===== config.mk =====
export PLATFORM = sky130hd
export DESIGN_NAME = inhibitDriver
export DESIGN_NICKNAME = d
export VERILOG_FILES = /design/src/common/coreMemPkg.sv /design/src/coreMemory/inhibitDriver.sv
export VERILOG_INCLUDE_DIRS = /design/src /design/src/common
export SDC_FILE = /design/constraint.sdc
export NUM_CORES = 1
export LEC_CHECK = 0
export BUFFER_PORTS_ARGS = -buffer_cell sky130_fd_sc_hd__buf_2
export CELL_PAD_IN_SITES_DETAIL_PLACEMENT = 0
export CELL_PAD_IN_SITES_GLOBAL_PLACEMENT = 1
export CORE_ASPECT_RATIO = 0.75
export CORE_MARGIN = 2
export CORE_UTILIZATION = 26
export DETAILED_ROUTE_END_ITERATION = 16
export GPL_ROUTABILITY_DRIVEN = 0
export PLACE_DENSITY_LB_ADDON = 0.1
export SYNTH_ARGS = -nofsm -noshare
export SYNTH_HDL_FRONTEND = slang
export SYNTH_SLANG_ARGS = --single-unit

===== constraint.sdc =====
create_clock -name clk -period 0.9 [get_ports clk]
set_clock_uncertainty 0.2 [all_clocks]
set_input_delay 0.18 -clock clk [delete_from_list [all_inputs] [get_ports clk]]
set_output_delay 0.18 -clock clk [all_outputs]
set_load 0.005 [all_outputs]

===== src/common/coreMem_config.svh =====
`ifndef CORE_MEM_CONFIG_SVH
`define CORE_MEM_CONFIG_SVH

// delay line timing, expressed in clock cycles

// first delay phase, from sync until the inhibit pattern is taken
`define CORE_MEM_T1_CYCLES 25

// second delay phase, from the inhibit latch until the read or store pulse
`define CORE_MEM_T2_CYCLES 15

// array geometry

// number of words in one core module
`define CORE_MEM_WORDS 4096

// bits per syllable; a word holds two of them
`define CORE_MEM_SYL_BITS 14

`endif


===== src/common/coreMemPkg.sv =====
`include "coreMem_config.svh"

package coreMemPkg;

    // word address, wide enough for every word of the module
    typedef logic [$clog2(`CORE_MEM_WORDS)-1:0] memAddrT;

    typedef logic [`CORE_MEM_SYL_BITS-1:0] syllableT;

    // high syllable in the upper bits, low syllable in the lower bits
    typedef logic [2*`CORE_MEM_SYL_BITS-1:0] memWordT;

    // one group of eight active-low coordinate drive lines, line n on bit n
    typedef logic [7:0] driveGroupT;

    // the octal digit selected by one drive group
    typedef logic [2:0] octalDigitT;

    // the syllable-0 line high selects the low syllable
    typedef enum logic {
        SYL_HIGH = 1'b0,
        SYL_LOW  = 1'b1
    } sylSelT;

    typedef enum logic {
        CYC_STORE = 1'b0,
        CYC_READ  = 1'b1
    } cycleKindT;

    typedef enum logic [1:0] {
        SEQ_IDLE   = 2'd0,
        SEQ_PHASE1 = 2'd1,
        SEQ_PHASE2 = 2'd2,
        SEQ_FIRE   = 2'd3
    } seqStateT;

    // everything the array needs to know about the cycle, taken at sync
    typedef struct packed {
        memAddrT   addr;
        cycleKindT kind;
        sylSelT    syl;
    } memRequestT;

endpackage


===== src/coreMemory/inhibitDriver.sv =====
module inhibitDriver
    import coreMemPkg::*;
(
    input  logic     clk,
    input  logic     arstN,
    input  logic     latchInhibit,
    input  logic     selBufA,
    input  logic     selBufB,
    input  syllableT bufA,
    input  syllableT bufB,
    output syllableT inhibitWord
);

    syllableT gatedA;
    syllableT gatedB;

    // each buffer register only contributes when its select level is up
    assign gatedA = selBufA ? bufA : '0;
    assign gatedB = selBufB ? bufB : '0;

    always_ff @(posedge clk or negedge arstN) begin
        if (!arstN) begin
            inhibitWord <= '0;
        end else if (latchInhibit) begin
            inhibitWord <= gatedA | gatedB;
        end
    end

endmodule


### Yosys cells after proc, flatten, opt, wreduce, memory -nomap -nowiden

Cells that the tools add are included.

| storage, ports and cells | value |
|---|---|
| bits in registers | 14 |
| latch bits | 0 |
| memory bits (writable) | 0 |
| ROM bits | 0 |
| memories | 0 |

| cells by class | value |
|---|---|
| $add $sub $neg | 0 |
| $mul | 0 |
| div/mod/pow operators | 0 |
| magnitude comparators | 0 |
| equality and inequality tests | 0 |
| shift operators | 0 |
| mux-type cells | 2 |
| bitwise operators | 1 |
| reductions and logical operators | 0 |

Operator list:

| cell | number |
|---|---|
| $mux W14 | 2 |
| $or A14 B14 Y14 | 1 |

### Logic depth before layout (Yosys ltp)

| depth | value |
|---|---|
| depth after elaboration | 2 |
| depth in mapped cells | 4 |

### Worst setup path before layout

OpenSTA, ideal clock, no wires.

| timing | value |
|---|---|
| path kind | input to register |
| start | input port latchInhibit |
| end | register inhibitWord[4] |
| setup time | 126 ps |
| data arrival time | 606 ps |
| path slack | -32 ps |
| stages | 4 |
| buffers on the path | 2 |
| cells stage by stage | buf_4 buf_4 nor2_1 a21oi_1 |

RTL lines:

| what | RTL line | text |
|---|---|---|
| start: declaration | inhibitDriver.sv:6 | `input logic latchInhibit,` |
| end signal: assignment | inhibitDriver.sv:25 | `inhibitWord <= gatedA \| gatedB;` |
| end: declaration | inhibitDriver.sv:11 | `output syllableT inhibitWord` |

### Worst setup path after layout

| timing | value |
|---|---|
| start | register inhibitWord[2] |
| end | output port inhibitWord[2] |

No word-level cell between the ends.

==> reports/metrics.yaml <==
clocking:
  cts_sinks: 14
  cts_buffer_depth: 2
  clk_latency_ps: 270
  htreeDepth: 1
  cts_buffers: 3
  cts.reportedPaths.clkPinSlew_ps: 80
  cts_tree: "built"
  cts-root-buf: "clkbuf_4"
power:
  finalPower_w: 0.00144
  p_per_area_nw_per_um2: 1430
  peakVddDrop_uv: 600
  p_leak_nw: 0.487
place:
  place_hpwl_um: 1190
  dp_cells: 137
  portBuffers: 46
synth:
  synth.cells.most_frequent: "a21oi_1 (14), a22oi_1 (14), dfrtp_1 (14), nor2_1 (14)"
  synth_top_area_share_pct: 56.5
  syn-cell-area_um2: 621
  yosys_warnings: 0
  yosysSeqAreaShare_pct: 56.5
  synth-edff-count: 0
  ys_seq_elements: 14
  yosys.area.top_type: "dfrtp_1"
  syn_avg_cell_area_um2: 10.2
  synthTopCellsByArea: "dfrtp_1 (56%), a22oi_1 (17%), a21oi_1 (11%)"
  synth_flop_cell: "dfrtp_1"
  async_flop_share_pct: 100
  syn-num-nets: 94
  synth_cell_type_count: 7
  netlist_instances: 61
cells_and_area:
  reg_top3: "inhibitWord x14"
  antenna_cells: 0
  syn2layout_area_growth_pct: 62.3
  fin_nets: 149
  regMostFlops: "inhibitWord"
  drive_above_1_share_pct: 57.9
  instances_no_fill: 148
  n_fill_cell: 243
  largest_reg_flops: 14
timing:
  relSlewSlack_pct: 78.7
  fin_crit_sh_pct: 130
  drv_slew: 0
  setup_viol: 21
  max_freq_mhz: 855
  holdWs_ps: 2.27
  tightest_slew_ps: 320
  min_period_ps: 1170
  rsz0062_at_grt: "true"
  finalWorstSetupSlack_ps: -270
  hold_viol: 0
grt:
  gr-usage-met1_pct: 15.0
  grt_use_met2_pct: 24.1
  grt_pass1_vias: 639
  grt_pass1_wl_um: 2730
  busiest_layer: "met2"
  grt_max_degree: 29
  antenna_found_initial: 0
  grt.overflow.total: 0
  grt_usage_pct: 13.5
  met3_usage_pct: 5.06
status:
  status: "complete, but fails checks"
  violations: "setup timing"
routing:
  drt-vias-per-instance: 4.47
  route.detailed.drc: 0
  wl_per_cell_um: 11.2
  ant_nets: 0
  dr.pass1.iters: 3
  dr_total_vias: 661
  drt_iter0_markers: 12
  totalWireLength_um: 1650
floorplanning:
  rows: 15
  die_w_um: 60.4
  die-area_um2: 2800
  initial_core_util_pct: 27.3
  die_h_um: 46.3
  boundaryPins: 47
  coreArea_um2: 2270
critical_path:
  crit_fanout: 2
  cp.arrival_ps: 790
  crit_family: "flip-flops"
  crit_path_start_kind: "flip-flop"
  path_cells: "buf_2"
  crit_path_end_kind: "primary output"
  path_buf_inv: 1
  cp_slowest_cell: "dfrtp_1"
  cp_data_required_time_ps: 520
  path_class: "reg -> out"
  cp_slowest_stage_delay_ps: 390
worst_hold_path:
  hold_path.class: "in -> reg"
flow_run:
  cap_violations: 0
[kinds of logic (layout without fill, tap and decap cells)]
kind of cell / after synthesis / count (layout) / synth area share [%]
compound gates: 28 / 28 / 28.2
buf+inv: 5 / 58 / 6.85
flops: 14 / 14 / 56.5
simple gates: 14 / 14 / 8.47
[through the flow]
stage / utilization [%] / cell area (um^2) / worst slack (ps) / TNS [ps]
global placement: 38.3 / 871 / -116 / -1480
global route: 44.4 / 1010 / -323 / -4770
CTS: 41.1 / 933 / -291 / -4000
floorplan: - / 624 / 11.8 / 0
finish: 44.4 / 1010 / -270 / -3840
detailed placement: 38.3 / 871 / -134 / -1550
[area by class of cell]
class                   instances  area, um^2  share of cell area [%]
flip-flops and latches         14         350                    34.8
repair buffers                 55         324                    32.2
multi-input cells              42         268                    26.6
well taps                      34        42.5                    4.22
clock buffers                   3        22.5                    2.24
[placed cells by master, fill, tap and decap left out]
cell / count
buf_2: 46
a22oi_1: 14
dfrtp_1: 14
a21oi_1: 12
nor2_1: 7
nor2_2: 4
buf_4: 4
nor2_4: 3
clkbuf_4: 3
buf_6: 3
a21oi_2: 2
dlygate4sd3_1: 1
buf_12: 1
[power by group]
part | internal [W] | switching [W] | total [W]
Combinational | 0.000214 | 0.000165 | 0.000379
Sequential | 0.000695 | 0.0000338 | 0.000729
Clock | 0.000155 | 0.000183 | 0.000337
[repair_timing]
action	CTS	global route
buffers inserted	4	5
hold buffers	1	0
pin swaps	2	4
resized for setup	0	15
setup endpoints to repair	14	18
endpoints found under the hold margin	17	0
[final timing paths]
path / from / to / slack [ps] / depth (start not counted)
min in group asynchronous: arstN / inhibitWord[10] / 140 / 2
hold reg to reg: inhibitWord[6] / inhibitWord[6] / 330 / 2
setup reg to reg: inhibitWord[8] / inhibitWord[8] / -50 / 3
max in group asynchronous: arstN / inhibitWord[12] / 120 / 2
setup / recovery: inhibitWord[2] / inhibitWord[2] / -270 / 1
hold / removal: bufB[8] / inhibitWord[8] / 2 / 3
[metal layers]
metal  share of wire, %  up-vias
met1                 43      303
met2                 49       22
li1                   -      334
met4               0.67        0
met3                7.3        2
met5                  0        -
(Power assumes the default switching activity.)
