## src/common/coreMem_config.svh

```systemverilog
`ifndef CORE_MEM_CONFIG_SVH
`define CORE_MEM_CONFIG_SVH

// delay line timing, expressed in clock cycles

// first delay phase, from sync until the inhibit pattern is taken
`define CORE_MEM_T1_CYCLES 25

// second delay phase, from the inhibit latch until the read or store pulse
`define CORE_MEM_T2_CYCLES 15

// array geometry

// number of words in one core module
`define CORE_MEM_WORDS 4096

// bits per syllable; a word holds two of them
`define CORE_MEM_SYL_BITS 14

`endif

```

## src/common/coreMemPkg.sv

```systemverilog
`include "coreMem_config.svh"

package coreMemPkg;

    // word address, wide enough for every word of the module
    typedef logic [$clog2(`CORE_MEM_WORDS)-1:0] memAddrT;

    typedef logic [`CORE_MEM_SYL_BITS-1:0] syllableT;

    // high syllable in the upper bits, low syllable in the lower bits
    typedef logic [2*`CORE_MEM_SYL_BITS-1:0] memWordT;

    // one group of eight active-low coordinate drive lines, line n on bit n
    typedef logic [7:0] driveGroupT;

    // the octal digit selected by one drive group
    typedef logic [2:0] octalDigitT;

    // the syllable-0 line high selects the low syllable
    typedef enum logic {
        SYL_HIGH = 1'b0,
        SYL_LOW  = 1'b1
    } sylSelT;

    typedef enum logic {
        CYC_STORE = 1'b0,
        CYC_READ  = 1'b1
    } cycleKindT;

    typedef enum logic [1:0] {
        SEQ_IDLE   = 2'd0,
        SEQ_PHASE1 = 2'd1,
        SEQ_PHASE2 = 2'd2,
        SEQ_FIRE   = 2'd3
    } seqStateT;

    // everything the array needs to know about the cycle, taken at sync
    typedef struct packed {
        memAddrT   addr;
        cycleKindT kind;
        sylSelT    syl;
    } memRequestT;

endpackage

```

## src/coreMemory/coordDecoder.sv

```systemverilog
module coordDecoder
    import coreMemPkg::*;
(
    input  driveGroupT driveX0,
    input  driveGroupT driveY0,
    input  driveGroupT driveX1,
    input  driveGroupT driveY1,
    output memAddrT    decodedAddr
);

    octalDigitT digitX0;
    octalDigitT digitY0;
    octalDigitT digitX1;
    octalDigitT digitY1;

    // exactly one line pulled low names the digit, anything else reads as 0
    function automatic octalDigitT groupToDigit(input driveGroupT group);
        octalDigitT digit;
        case (group)
            8'b1111_1110: digit = 3'o0;
            8'b1111_1101: digit = 3'o1;
            8'b1111_1011: digit = 3'o2;
            8'b1111_0111: digit = 3'o3;
            8'b1110_1111: digit = 3'o4;
            8'b1101_1111: digit = 3'o5;
            8'b1011_1111: digit = 3'o6;
            8'b0111_1111: digit = 3'o7;
            default:      digit = 3'o0;
        endcase
        return digit;
    endfunction

    assign digitX0 = groupToDigit(driveX0);
    assign digitY0 = groupToDigit(driveY0);
    assign digitX1 = groupToDigit(driveX1);
    assign digitY1 = groupToDigit(driveY1);

    // the X1 digit is split, its top bit lands on the address msb
    assign decodedAddr = {
        digitX1[2],
        digitY1,
        digitX1[1:0],
        digitY0,
        digitX0
    };

endmodule

```

## config.mk

```make
export PLATFORM = sky130hd
export DESIGN_NAME = coordDecoder
export DESIGN_NICKNAME = d
export VERILOG_FILES = /design/src/common/coreMemPkg.sv /design/src/coreMemory/coordDecoder.sv
export VERILOG_INCLUDE_DIRS = /design/src /design/src/common
export SDC_FILE = /design/constraint.sdc
export NUM_CORES = 1
export LEC_CHECK = 0
export CELL_PAD_IN_SITES_DETAIL_PLACEMENT = 0
export CELL_PAD_IN_SITES_GLOBAL_PLACEMENT = 1
export CORE_AREA = 2 2 39 41
export DETAILED_ROUTE_END_ITERATION = 8
export DIE_AREA = 0 0 41 43
export DONT_BUFFER_PORTS = 1
export PLACE_DENSITY_LB_ADDON = 0.15
export SLEW_MARGIN = 20
export SYNTH_ARGS = -nofsm -noshare
export SYNTH_HDL_FRONTEND = slang
export SYNTH_SLANG_ARGS = --single-unit
```

## constraint.sdc

```tcl
create_clock -name vclk -period 0.8
set_clock_uncertainty 0.05 [all_clocks]
set_input_delay 0.04 -clock vclk [all_inputs]
set_output_delay 0.04 -clock vclk [all_outputs]
set_load 0.01 [all_outputs]
```

== Yosys cells after proc, flatten, opt, wreduce, memory -nomap -nowiden ==
Index checks and enable logic that the tools add are counted.

* $add $sub $neg: 0
* $mul: 0
* Div/mod/pow operators: 0
* $lt $le $gt $ge: 0
* Equality and inequality tests: 28
* Shifts and indexed selects: 0
* Multiplexer cells: 4
* Bitwise operators: 0
* Reductions and logical operators: 0

{| class="wikitable"
|+ Operator list
! cell !! count
|-
| $eq 8x8->1 const B || 24
|-
| $pmux 3 s7 || 4
|-
| $eq 8x7->1 const B || 4
|}

* Flip-flop bits (word level): 0
* Latch bits: 0
* Bits in writable memories: 0
* ROM bits: 0
* Output and inout bits: 12
* Word-level logic and storage cells: 32
* Memories kept: 0

== Logic depth before layout (Yosys ltp) ==
* Depth in word-level cells: 2
* Mapped depth: 5
* Depth with buffers taken out: 4

== Least setup slack after synthesis ==
Ideal clock, no wire load.

* Path type: input-to-output
* From: input port driveX0[7]
* To: output port decodedAddr[2]
* Arrival: 723 ps
* Path slack: -13 ps
* Stages on the path: 4
* Buffers on the path: 1
* Path through: buf_2 -> xnor2_1 -> a211oi_1 -> o211a_1

* Cells in the longest elaborated chain, start to end: 2
* Elaborated cells on any way between the ends: 8
* Classes of those cells: eq/ne (7); mux (1)

{| class="wikitable"
|+ RTL lines
! item !! RTL line !! text
|-
| start: declaration || coordDecoder.sv:4 || <nowiki>input driveGroupT driveX0,</nowiki>
|-
| $eq 8x7->1 or $eq 8x8->1 (tied branches) || coordDecoder.sv:19 || <nowiki>case (group)</nowiki>
|-
| $pmux 3 s7 (*) || coordDecoder.sv:19 ||
|-
| end: declaration || coordDecoder.sv:8 || <nowiki>output memAddrT decodedAddr</nowiki>
|}

Every way passes the cells marked *; elsewhere a longest branch is shown, timed or not.

== Worst setup path after layout ==
* From: input port driveX1[3]
* To: output port decodedAddr[6]

* Cells in the longest elaborated chain, start to end: 2
* Elaborated cells on any way between the ends: 8
* Classes of those cells: eq/ne (7); mux (1)

{| class="wikitable"
|+ RTL lines
! item !! RTL line !! text
|-
| start: declaration || coordDecoder.sv:6 || <nowiki>input driveGroupT driveX1,</nowiki>
|-
| $eq 8x7->1 or $eq 8x8->1 (tied branches) || coordDecoder.sv:19 ||
|-
| $pmux 3 s7 (*) || coordDecoder.sv:19 ||
|}

Marks and branches as above.

==> impl_metrics.json <==
{
  "status": "finished with violations",
  "violations": "negative setup slack",
  "via_count": 618,
  "yosys_warnings": 0,
  "wl_mm": 1.318,
  "nClkBuffers": 0,
  "seq_cells": 0,
  "netlist_instances": 81,
  "drt_iter0_drc": 9,
  "final_cell_mix": "a21oi_1, nand4_1, nand2_1",
  "design_area_um2": 609.3,
  "power_density_mw_per_mm2": 307.0,
  "vias_per_cell": 6.242,
  "synth-simple-area-share_pct": 47.93,
  "synth_top_family_by_area": "simple AND/OR/NAND/NOR gates",
  "nets": 117,
  "setup_tns_ns": -0.1332,
  "grt_pass1_wl_mm": 1.849,
  "worstHoldPathType": "input pin to output pin",
  "grt-ovfl-total": 0,
  "synthXorXnorAreaFrac_pct": 17.03,
  "dp.final_hpwl_mm": 1.082,
  "critPathLaunchType": "input pin",
  "post-place-ws_ns": -0.1189,
  "place_area_um2": 566.8,
  "synth.top_cell.area_share_pct": 13.63,
  "syn_nets": 113,
  "antenna_found_initial": 0,
  "cp.arrival_ns": 0.84,
  "start_util_pct": 37.16,
  "synth_top_cell_by_area": "a21oi_1",
  "die_h_um": 43,
  "critical_path.max_fanout": 5,
  "fillCellCount": 154,
  "yosysSeqAreaShare_pct": 0,
  "cap_violations": 0,
  "antenna_left": 0,
  "fin_cells": 99,
  "design.core.area_mm2": 0.001384,
  "slew_violations": 0,
  "synthAdderAreaFrac_pct": 0,
  "avgRoutedWirePerCell_um": 13.31,
  "place.port_buffers": 0,
  "fmax_mhz": 1072,
  "dp_cells": 99,
  "gp_congestion": 0.6756,
  "end_kind": "output pin",
  "timing.final.ws_setup_ns": -0.1332,
  "drc_errors": 0,
  "power.leakage_nw": 0.2079,
  "period_needed_ns": 0.9332,
  "hold_viol": 0,
  "post_cts_buffers": 0,
  "synthMuxAreaShare_pct": 7.786,
  "die_x_um": 41,
  "postSynthAreaPerCell_um2": 6.349,
  "dieArea_mm2": 0.001763,
  "utilization_pct": 44.03,
  "tightest_slew_ns": 0.2690,
  "setup_viol": 1,
  "n_antenna_cell": 0,
  "slew_headroom_pct": 82.12,
  "drt_first_pass_iters": 3,
  "seq_area_um2": 0,
  "synth.area.top_cells": "a21oi_1, xnor2_1, nand4_1, mux2i_1, nand4b_1",
  "syn2layout_area_growth_pct": 18.49,
  "grtUsageTotal_pct": 13.49,
  "syn_area_um2": 514.2,
  "fin_crit_sh_pct": 116.7,
  "yosysUniqueCellTypes": 27,
  "io_pins": 44,
  "rsz0062_at_grt": "yes",
  "grt_pass1_vias": 491,
  "layout-drive-gt1-share_pct": 16.87,
  "ir_drop_mv": 0.1134,
  "worstSetupPathType": "input pin to output pin",
  "worst_ep_required_time_ns": 0.71,
  "fp-row-count": 14,
  "layout_commonest_cell": "a21oi_1",
  "grt_start_max_net_pins": 9,
  "synth_compound_area_share_pct": 23.60
}
-- cell type report --
class                           count  area [µm²]  share of cell area (%)
Tap cell                           16       20.02                   3.285
Multi-Input combinational cell     77       548.0                   89.94
Inverter                            1       3.754                  0.6160
Timing Repair Buffer                5       37.54                   6.160
-- final timing paths --
check                  start        endpoint  cells after the start
setup / recovery  driveX1[3]  decodedAddr[6]                      5
hold / removal    driveY1[0]  decodedAddr[8]                      2
-- metrics by stage --
stage	total power [mW]	hold WS (ns)
floorplan	0.1652	0.1346
global placement	0.1676	0.1477
detailed placement	0.1692	0.1490
CTS	0.1738	0.1477
global route	0.2101	0.1556
finish	0.1871	0.1466
-- worst max-delay path, stage by stage --
cell and delay [ns]:
and3b_2 0.22, a21oi_2 0.03, or3_1 0.32, o41ai_2 0.06, buf_4 0.17
-- cells by family after synthesis --
kind of cell              count (synthesis)
and+or+nand+nor                          42
muxes                                     4
buffers and inverters                     4
xor gates and xnor gates                 10
AOI/OAI and AO/OA                        21
-- routing by layer --
| metal | track usage, % | wire (µm) | part of all wire (%) | up-vias |
|---|---|---|---|---|
| li1 | - | - | - | 316 |
| met1 | 18.99 | 543 | 41 | 281 |
| met2 | 23.44 | 669 | 51 | 21 |
| met3 | 0 | 105 | 8.0 | 0 |
| met4 | 0 | 0 | 0 | 0 |
| met5 | 0 | 0 | 0 | - |
-- synthesized netlist by cell type --
library cell,count
inv_1,1
and3_1,1
o22ai_1,1
nor2b_1,2
nor3_1,2
buf_2,3
a211oi_1,1
nand2b_1,1
o211ai_1,1
nand4b_1,4
xor2_1,4
nand3_1,5
and3b_2,1
and4_1,1
nor3b_1,4
nand4_1,7
xnor2_1,6
nand2_1,8
o21ai_0,1
o41ai_1,1
or3_1,1
a31oi_1,1
nor2_1,4
o211a_1,1
nand3b_1,1
mux2i_1,4
a21oi_1,14
-- power breakdown --
part	leakage, nW	internal (mW)	total [mW]	switching [mW]
sequential	0	0	0	0
combinational	0.208	0.112	0.187	0.0747
clock	0	0	0	0
total	0.208	0.112	0.187	0.0747
-- what timing repair did --
item	CTS	global route
pin swaps	0	3
hold buffers	0	0
endpoints found under the setup margin	2	3
gates resized for setup	3	4
(Power assumes the default switching activity.)
