**config.mk**
```make
export PLATFORM = sky130hd
export DESIGN_NAME = cycleSequencer
export DESIGN_NICKNAME = d
export VERILOG_FILES = /design/src/common/coreMemPkg.sv /design/src/coreMemory/cycleSequencer.sv
export VERILOG_INCLUDE_DIRS = /design/src /design/src/common
export SDC_FILE = /design/constraint.sdc
export NUM_CORES = 1
export LEC_CHECK = 0
export BUFFER_PORTS_ARGS = -buffer_cell sky130_fd_sc_hd__buf_4
export CORE_ASPECT_RATIO = 1.2
export CORE_MARGIN = 5
export CORE_UTILIZATION = 30
export CTS_CLUSTER_SIZE = 14
export DETAILED_ROUTE_END_ITERATION = 7
export PLACE_DENSITY = 0.63
export SKIP_CTS_REPAIR_TIMING = 1
export SYNTH_ARGS = -nofsm -noshare
export SYNTH_HDL_FRONTEND = slang
export SYNTH_SLANG_ARGS = --single-unit
```
**constraint.sdc**
```tcl
create_clock -name clk -period 1.5 [get_ports clk]
set_input_delay 0.225 -clock clk [delete_from_list [all_inputs] [get_ports clk]]
set_output_delay 0.225 -clock clk [all_outputs]
set_load 0.02 [all_outputs]
```
**src/common/coreMem_config.svh**
```systemverilog
`ifndef CORE_MEM_CONFIG_SVH
`define CORE_MEM_CONFIG_SVH

// delay line timing, expressed in clock cycles

// first delay phase, from sync until the inhibit pattern is taken
`define CORE_MEM_T1_CYCLES 25

// second delay phase, from the inhibit latch until the read or store pulse
`define CORE_MEM_T2_CYCLES 15

// array geometry

// number of words in one core module
`define CORE_MEM_WORDS 4096

// bits per syllable; a word holds two of them
`define CORE_MEM_SYL_BITS 14

`endif

```
**src/common/coreMemPkg.sv**
```systemverilog
`include "coreMem_config.svh"

package coreMemPkg;

    // word address, wide enough for every word of the module
    typedef logic [$clog2(`CORE_MEM_WORDS)-1:0] memAddrT;

    typedef logic [`CORE_MEM_SYL_BITS-1:0] syllableT;

    // high syllable in the upper bits, low syllable in the lower bits
    typedef logic [2*`CORE_MEM_SYL_BITS-1:0] memWordT;

    // one group of eight active-low coordinate drive lines, line n on bit n
    typedef logic [7:0] driveGroupT;

    // the octal digit selected by one drive group
    typedef logic [2:0] octalDigitT;

    // the syllable-0 line high selects the low syllable
    typedef enum logic {
        SYL_HIGH = 1'b0,
        SYL_LOW  = 1'b1
    } sylSelT;

    typedef enum logic {
        CYC_STORE = 1'b0,
        CYC_READ  = 1'b1
    } cycleKindT;

    typedef enum logic [1:0] {
        SEQ_IDLE   = 2'd0,
        SEQ_PHASE1 = 2'd1,
        SEQ_PHASE2 = 2'd2,
        SEQ_FIRE   = 2'd3
    } seqStateT;

    // everything the array needs to know about the cycle, taken at sync
    typedef struct packed {
        memAddrT   addr;
        cycleKindT kind;
        sylSelT    syl;
    } memRequestT;

endpackage

```
**src/coreMemory/cycleSequencer.sv**
```systemverilog
`include "coreMem_config.svh"

module cycleSequencer
    import coreMemPkg::*;
(
    input  logic       clk,
    input  logic       arstN,
    input  logic       sync,
    input  logic       readMode,
    input  sylSelT     sylSel,
    input  memAddrT    decodedAddr,
    output memRequestT request,
    output logic       latchInhibit,
    output logic       storePulse,
    output logic       readPulse,
    output logic       driveActive,
    output logic       busy
);

    localparam int CntMax = (`CORE_MEM_T1_CYCLES > `CORE_MEM_T2_CYCLES) ?
                            `CORE_MEM_T1_CYCLES : `CORE_MEM_T2_CYCLES;
    localparam int CntWidth = $clog2(CntMax + 1);

    seqStateT            state;
    logic [CntWidth-1:0] phaseCnt;
    logic                startCycle;

    // a sync seen mid-cycle is simply lost
    assign startCycle = sync && (state == SEQ_IDLE);

    always_ff @(posedge clk) begin
        if (startCycle) begin
            request.addr <= decodedAddr;
            request.kind <= readMode ? CYC_READ : CYC_STORE;
            request.syl  <= sylSel;
        end
    end

    // phaseCnt is loaded with length-1 on entry, the phase ends when it hits 0
    always_ff @(posedge clk or negedge arstN) begin
        if (!arstN) begin
            state        <= SEQ_IDLE;
            phaseCnt     <= '0;
            latchInhibit <= 1'b0;
        end else begin
            latchInhibit <= 1'b0;
            case (state)
                SEQ_IDLE: begin
                    if (startCycle) begin
                        state    <= SEQ_PHASE1;
                        phaseCnt <= CntWidth'(`CORE_MEM_T1_CYCLES - 1);
                    end
                end
                SEQ_PHASE1: begin
                    if (phaseCnt == '0) begin
                        state        <= SEQ_PHASE2;
                        phaseCnt     <= CntWidth'(`CORE_MEM_T2_CYCLES - 1);
                        latchInhibit <= 1'b1;
                    end else begin
                        phaseCnt <= phaseCnt - 1'b1;
                    end
                end
                SEQ_PHASE2: begin
                    if (phaseCnt == '0) begin
                        state <= SEQ_FIRE;
                    end else begin
                        phaseCnt <= phaseCnt - 1'b1;
                    end
                end
                SEQ_FIRE: begin
                    state <= SEQ_IDLE;
                end
                default: begin
                    state <= SEQ_IDLE;
                end
            endcase
        end
    end

    assign storePulse  = (state == SEQ_FIRE) && (request.kind == CYC_STORE);
    assign readPulse   = (state == SEQ_FIRE) && (request.kind == CYC_READ);

    // both X and Y drivers fire on either kind of cycle
    assign driveActive = (state == SEQ_FIRE);
    assign busy        = (state != SEQ_IDLE);

endmodule

```
After elaboration in Yosys (flattened, before gate mapping)
Cells that the tools add are included.

Add/subtract/negate cells: 1. Multiply operators: 0. Div/mod/pow operators: 0. Magnitude comparators: 0. Equal/unequal tests: 7. Shifts and indexed selects: 0. Multiplexer cells: 11. Bitwise operators: 1. Reductions and logical operators: 9.

Operators with widths (number): $mux W5 (3); $pmux W5 S3 (1); $ne A2 B2 Y1 const B (4); $pmux W2 S4 (1); $mux W2 (3); $reduce_and A3 Y1 (2); $logic_not A5 Y1 (1); $sub A5 B1 Y5 const B (1); $eq A2 B2 Y1 const B (2); $logic_and A1 B1 Y1 (3); $mux W1 (3); $reduce_bool A3 Y1 (1); $eq A2 B1 Y1 const B (1); $logic_not A2 Y1 (1); $reduce_bool A2 Y1 (1); $not A1 Y1 (1).

Flip-flop bits (word level): 22. Latch bits: 0. Bits in writable memories: 0. ROM bits: 0. Output and inout bits: 19. Memories: 0.

Longest topological paths before layout
Depth in word-level cells: 4. Gate-level depth with buffers: 6. Gate-level depth less buffers: 6.

Worst setup path after synthesis
Ideal clock, no wire load.

Path type: flip-flop to flip-flop. Start point: reg state[0]. End point: reg phaseCnt[1]. Setup time: 125 ps. Arrival time: 1441 ps. Slack: -66 ps. Cell stages (with the launch flop): 6. Clock period less this slack: 1566 ps. Cells stage by stage: dfrtp_1 -> inv_1 -> ha_1 -> nor2b_1 -> a211oi_2 -> mux2_4.

Longest elaborated chain between the ends: 4. Elaborated cells on any way between the ends: 9. Classes of those cells: eq/ne: 4; mux: 1; reduce/logical: 4.

Ends and longest elaborated chain: from (decl) (RTL line cycleSequencer.sv:24) `seqStateT state;`; from (signal assigned) (RTL line cycleSequencer.sv:42) `state <= SEQ_IDLE;`; from (signal assigned) (RTL line cycleSequencer.sv:50) `state <= SEQ_PHASE1;`; from (signal assigned) (RTL line cycleSequencer.sv:56) `state <= SEQ_PHASE2;`; $logic_not A2 Y1 (RTL line cycleSequencer.sv:29, cycleSequencer.sv:47); $logic_and A1 B1 Y1 (RTL line cycleSequencer.sv:29) `assign startCycle = sync && (state == SEQ_IDLE);`; $ne A2 B2 Y1 (no source line); $reduce_and A3 Y1 (no source line); to (signal assigned) (RTL line cycleSequencer.sv:51) `` phaseCnt <= CntWidth'(`CORE_MEM_T1_CYCLES - 1); ``; to (signal assigned) (RTL line cycleSequencer.sv:57) `` phaseCnt <= CntWidth'(`CORE_MEM_T2_CYCLES - 1); ``; to (signal assigned) (RTL line cycleSequencer.sv:60) `phaseCnt <= phaseCnt - 1'b1;`; to (decl) (RTL line cycleSequencer.sv:25) `logic [CntWidth-1:0] phaseCnt;`.

Several ways; a longest one is shown, not always the timed one. A chain may end at the register's enable or synchronous reset.

Worst setup path in the final report
Start point: reg phaseCnt[1]. End point: reg phaseCnt[1].

Longest elaborated chain between the ends: 3. Elaborated cells on any way between the ends: 7. Classes of those cells: add/sub: 1; eq/ne: 1; mux: 3; reduce/logical: 2.

Ends and longest elaborated chain: $sub A5 B1 Y5 or $logic_not A5 Y1 (tied branches); $mux W5 (tied with other cells) (RTL line cycleSequencer.sv:64) `if (phaseCnt == '0) begin`; $pmux W5 S3 or $reduce_and A3 Y1 (tied branches).

Several ways; a longest one is shown, not always the timed one. The select of a mux whose other input is x is not followed.

==> metrics.cfg <==
[finish]
area_growth_pct = 69.2
antenna_cells = 0
nets = 152
final_layout_size_suffix_gt1_share_pct = 65.6

[clock_network]
cts.sink_count = 22
cts-root-buf = clkbuf_4
clkLatencyLatePin_ns = 0.30
cts_inserted_buffers = 3
cts_tree = built
cts_buffer_depth = 2
htree_levels = 1
cts.clk_slew.worst_paths_ns = 0.12

[setup_path]
regToRegEndpoint = phaseCnt[1]
crit_path_end = phaseCnt[1]
crit_arrival_ns = 1.80
crit_cells = 6
required_ns = 1.70
path_class = reg2reg
worst-path-buf-inv = 2
reg2reg_slack_ns = -0.11
crit_fanout = 4
r2r-start = phaseCnt[1]
worstPathCellList = inv_2 > ha_4 > nor4b_4 > buf_4 > a211oi_4 > mux2_4
critPathMaxStageDelay_ns = 0.38
crit_start = phaseCnt[1]
cp-start-kind = flip-flop
worstRegToRegCells = 6
crit_path_end_kind = flip-flop
crit_family = flip-flops
critPathSlowestCell = dfrtp_1

[status]
violations = negative setup slack
status = finished, violations left

[floorplan]
initial_core_util_pct = 31.3
die_x_um = 61.6
ios = 36
die_area_um2 = 4420
chipHeight_um = 71.9
core-area_um2 = 3060
rows = 22

[pwr]
irDropWorstVdd_mv = 1.43
power_density_nw_per_um2 = 2010
leakage_nw = 0.701
p_total_mw = 3.26

[synth]
synth_area_um2 = 957
avgSynthCellArea_um2 = 14.3
synthFlopType = edfxtp_1
synthDistinctLibCells = 27
yosysMostFrequentCell = edfxtp_1
ys_ff_latch = 22
synth_top_area_share_pct = 43.9
synth_area_leader_cell = edfxtp_1
async_flop_share_pct = 36.4
synth.area.top_cells = edfxtp_1, dfrtp_1, ha_1, inv_1, nor4b_4
synth_common_cells = edfxtp_1, dfrtp_1, inv_1
syn_inst = 67
ys_seq_area_share_pct = 64.8
synth_edf_count = 14
yosys_warnings = 0
synth_fp_nets = 90

[sta]
fin_crit_ns = 1.61
slew-limit-headroom_pct = 82.5
whs_ns = 0.0927
timing.final.ws_setup_ns = -0.106
tightest_slew_ns = 0.261
slew_violations = 0
skew_ns = 0.000647
setup_viol = 5
period_share_pct = 107
hold_viol_final = 0
grt_setup_unrepaired = true
final.setup.tns_ns = -0.248
fmaxAchievable_mhz = 623

[drt]
drc = 0
first_pass_iters = 4
vias_per_cell = 4.64
drt-wirelength-per-cell_um = 13.8
drt-initial-drc-count = 19
ant_nets = 0
vias = 761
drt_wl_total_um = 2260

[min_path]
min_path_type = in2reg
min_from = decodedAddr[7]

[global_routing]
grt_pass1_wl_um = 3200
grt_pass1_vias = 729
grt_max_degree = 15
antenna_found_initial = 0
overflow = 0
grt_usage_pct = 9.60

[place]
port_buffers = 35
dp_hpwl_um = 1630
globalplace.congestion = 0.754

[run]
maxCapViolations = 0

power by group:
group | total (mW) | switching [mW] | internal (mW)
Sequential | 0.963 | 0.142 | 0.821
Clock | 0.319 | 0.171 | 0.148
Combinational | 1.98 | 0.883 | 1.09
flip-flops by register name (all words and copies together) (netlist names):
signal        count
request          14
phaseCnt          5
latchInhibit      1
state             2
routing by layer:
layer / global-route usage (%) / vias up / wire (um) / share of wire, %
met5: 0 / - / 0 / 0
met4: 4.25 / 0 / 14 / 0.62
met3: 2.70 / 2 / 254 / 11
met2: 15.7 / 32 / 1100 / 49
met1: 11.4 / 360 / 884 / 39
li1: - / 367 / - / -
cell type report:
cell class	instances	area, um2
inverter	7	31.3
sequential	22	623
timing repair buffer	57	458
fill	266	1440
clock buffer	4	36.3
multi-input combinational	38	425
tap	36	45.0
cells by family (layout without fill, tap and decap cells):
family / after synthesis / in the layout / share of synthesized area, %
AOI/OAI and AO/OA: 12 / 12 / 9.02
xor gates and xnor gates: 1 / 1 / 0.915
adders and majority gates: 6 / 6 / 7.84
buffers and inverters: 7 / 68 / 2.75
DFF: 22 / 22 / 64.8
muxes: 2 / 2 / 2.74
and+or+nand+nor: 17 / 17 / 11.9
worst min path at each step:
| stage | end | slack (ns) | depth (start not counted) |
|---|---|---|---|
| 3_3_place_gp | latchInhibit | 0.05 | 1 |
| 6_report | request[9] | 0.09 | 1 |
| 4_1_cts | phaseCnt[0] | -0.29 | 1 |
| 5_1_grt | request[9] | 0.06 | 1 |
| 3_5_place_dp | phaseCnt[0] | 0.05 | 1 |
| 2_1_floorplan | latchInhibit | -0.07 | 0 |
stage by stage:
stage               util (%)  instances  worst slack (ns)  instance area, um2
detailed placement      45.2        151            -0.146                1380
CTS                     46.4        155            -0.170                1420
floorplan                  -         67           0.00423                 965
global route            53.0        164            -0.148                1620
finish                  53.0        164            -0.106                1620
global placement        45.2        151           -0.0622                1380
worst register-to-register path, delay by kind of cell, from the launching register on:
family	cells	cell delay [ns]
flip-flops	1	0.38
multiplexers	1	0.33
adder cells (fa/ha/maj)	1	0.15
AO/OA/AOI/OAI	1	0.30
AND/OR/NAND/NOR	1	0.12
buffers and inverters	2	0.22
placed cells by master (no fill, tap or decap), drive strengths merged, types with 2 or more instances in the layout:
master and instances:
nor3 3, nor2b 3, nor2 3, clkbuf 4
inv 7, a21oi 2, buf 56, mux2 2
dfrtp 8, edfxtp 14, and2 2, o21ai 4
ha 6
Note: power is estimated with default switching activity, not from simulation.
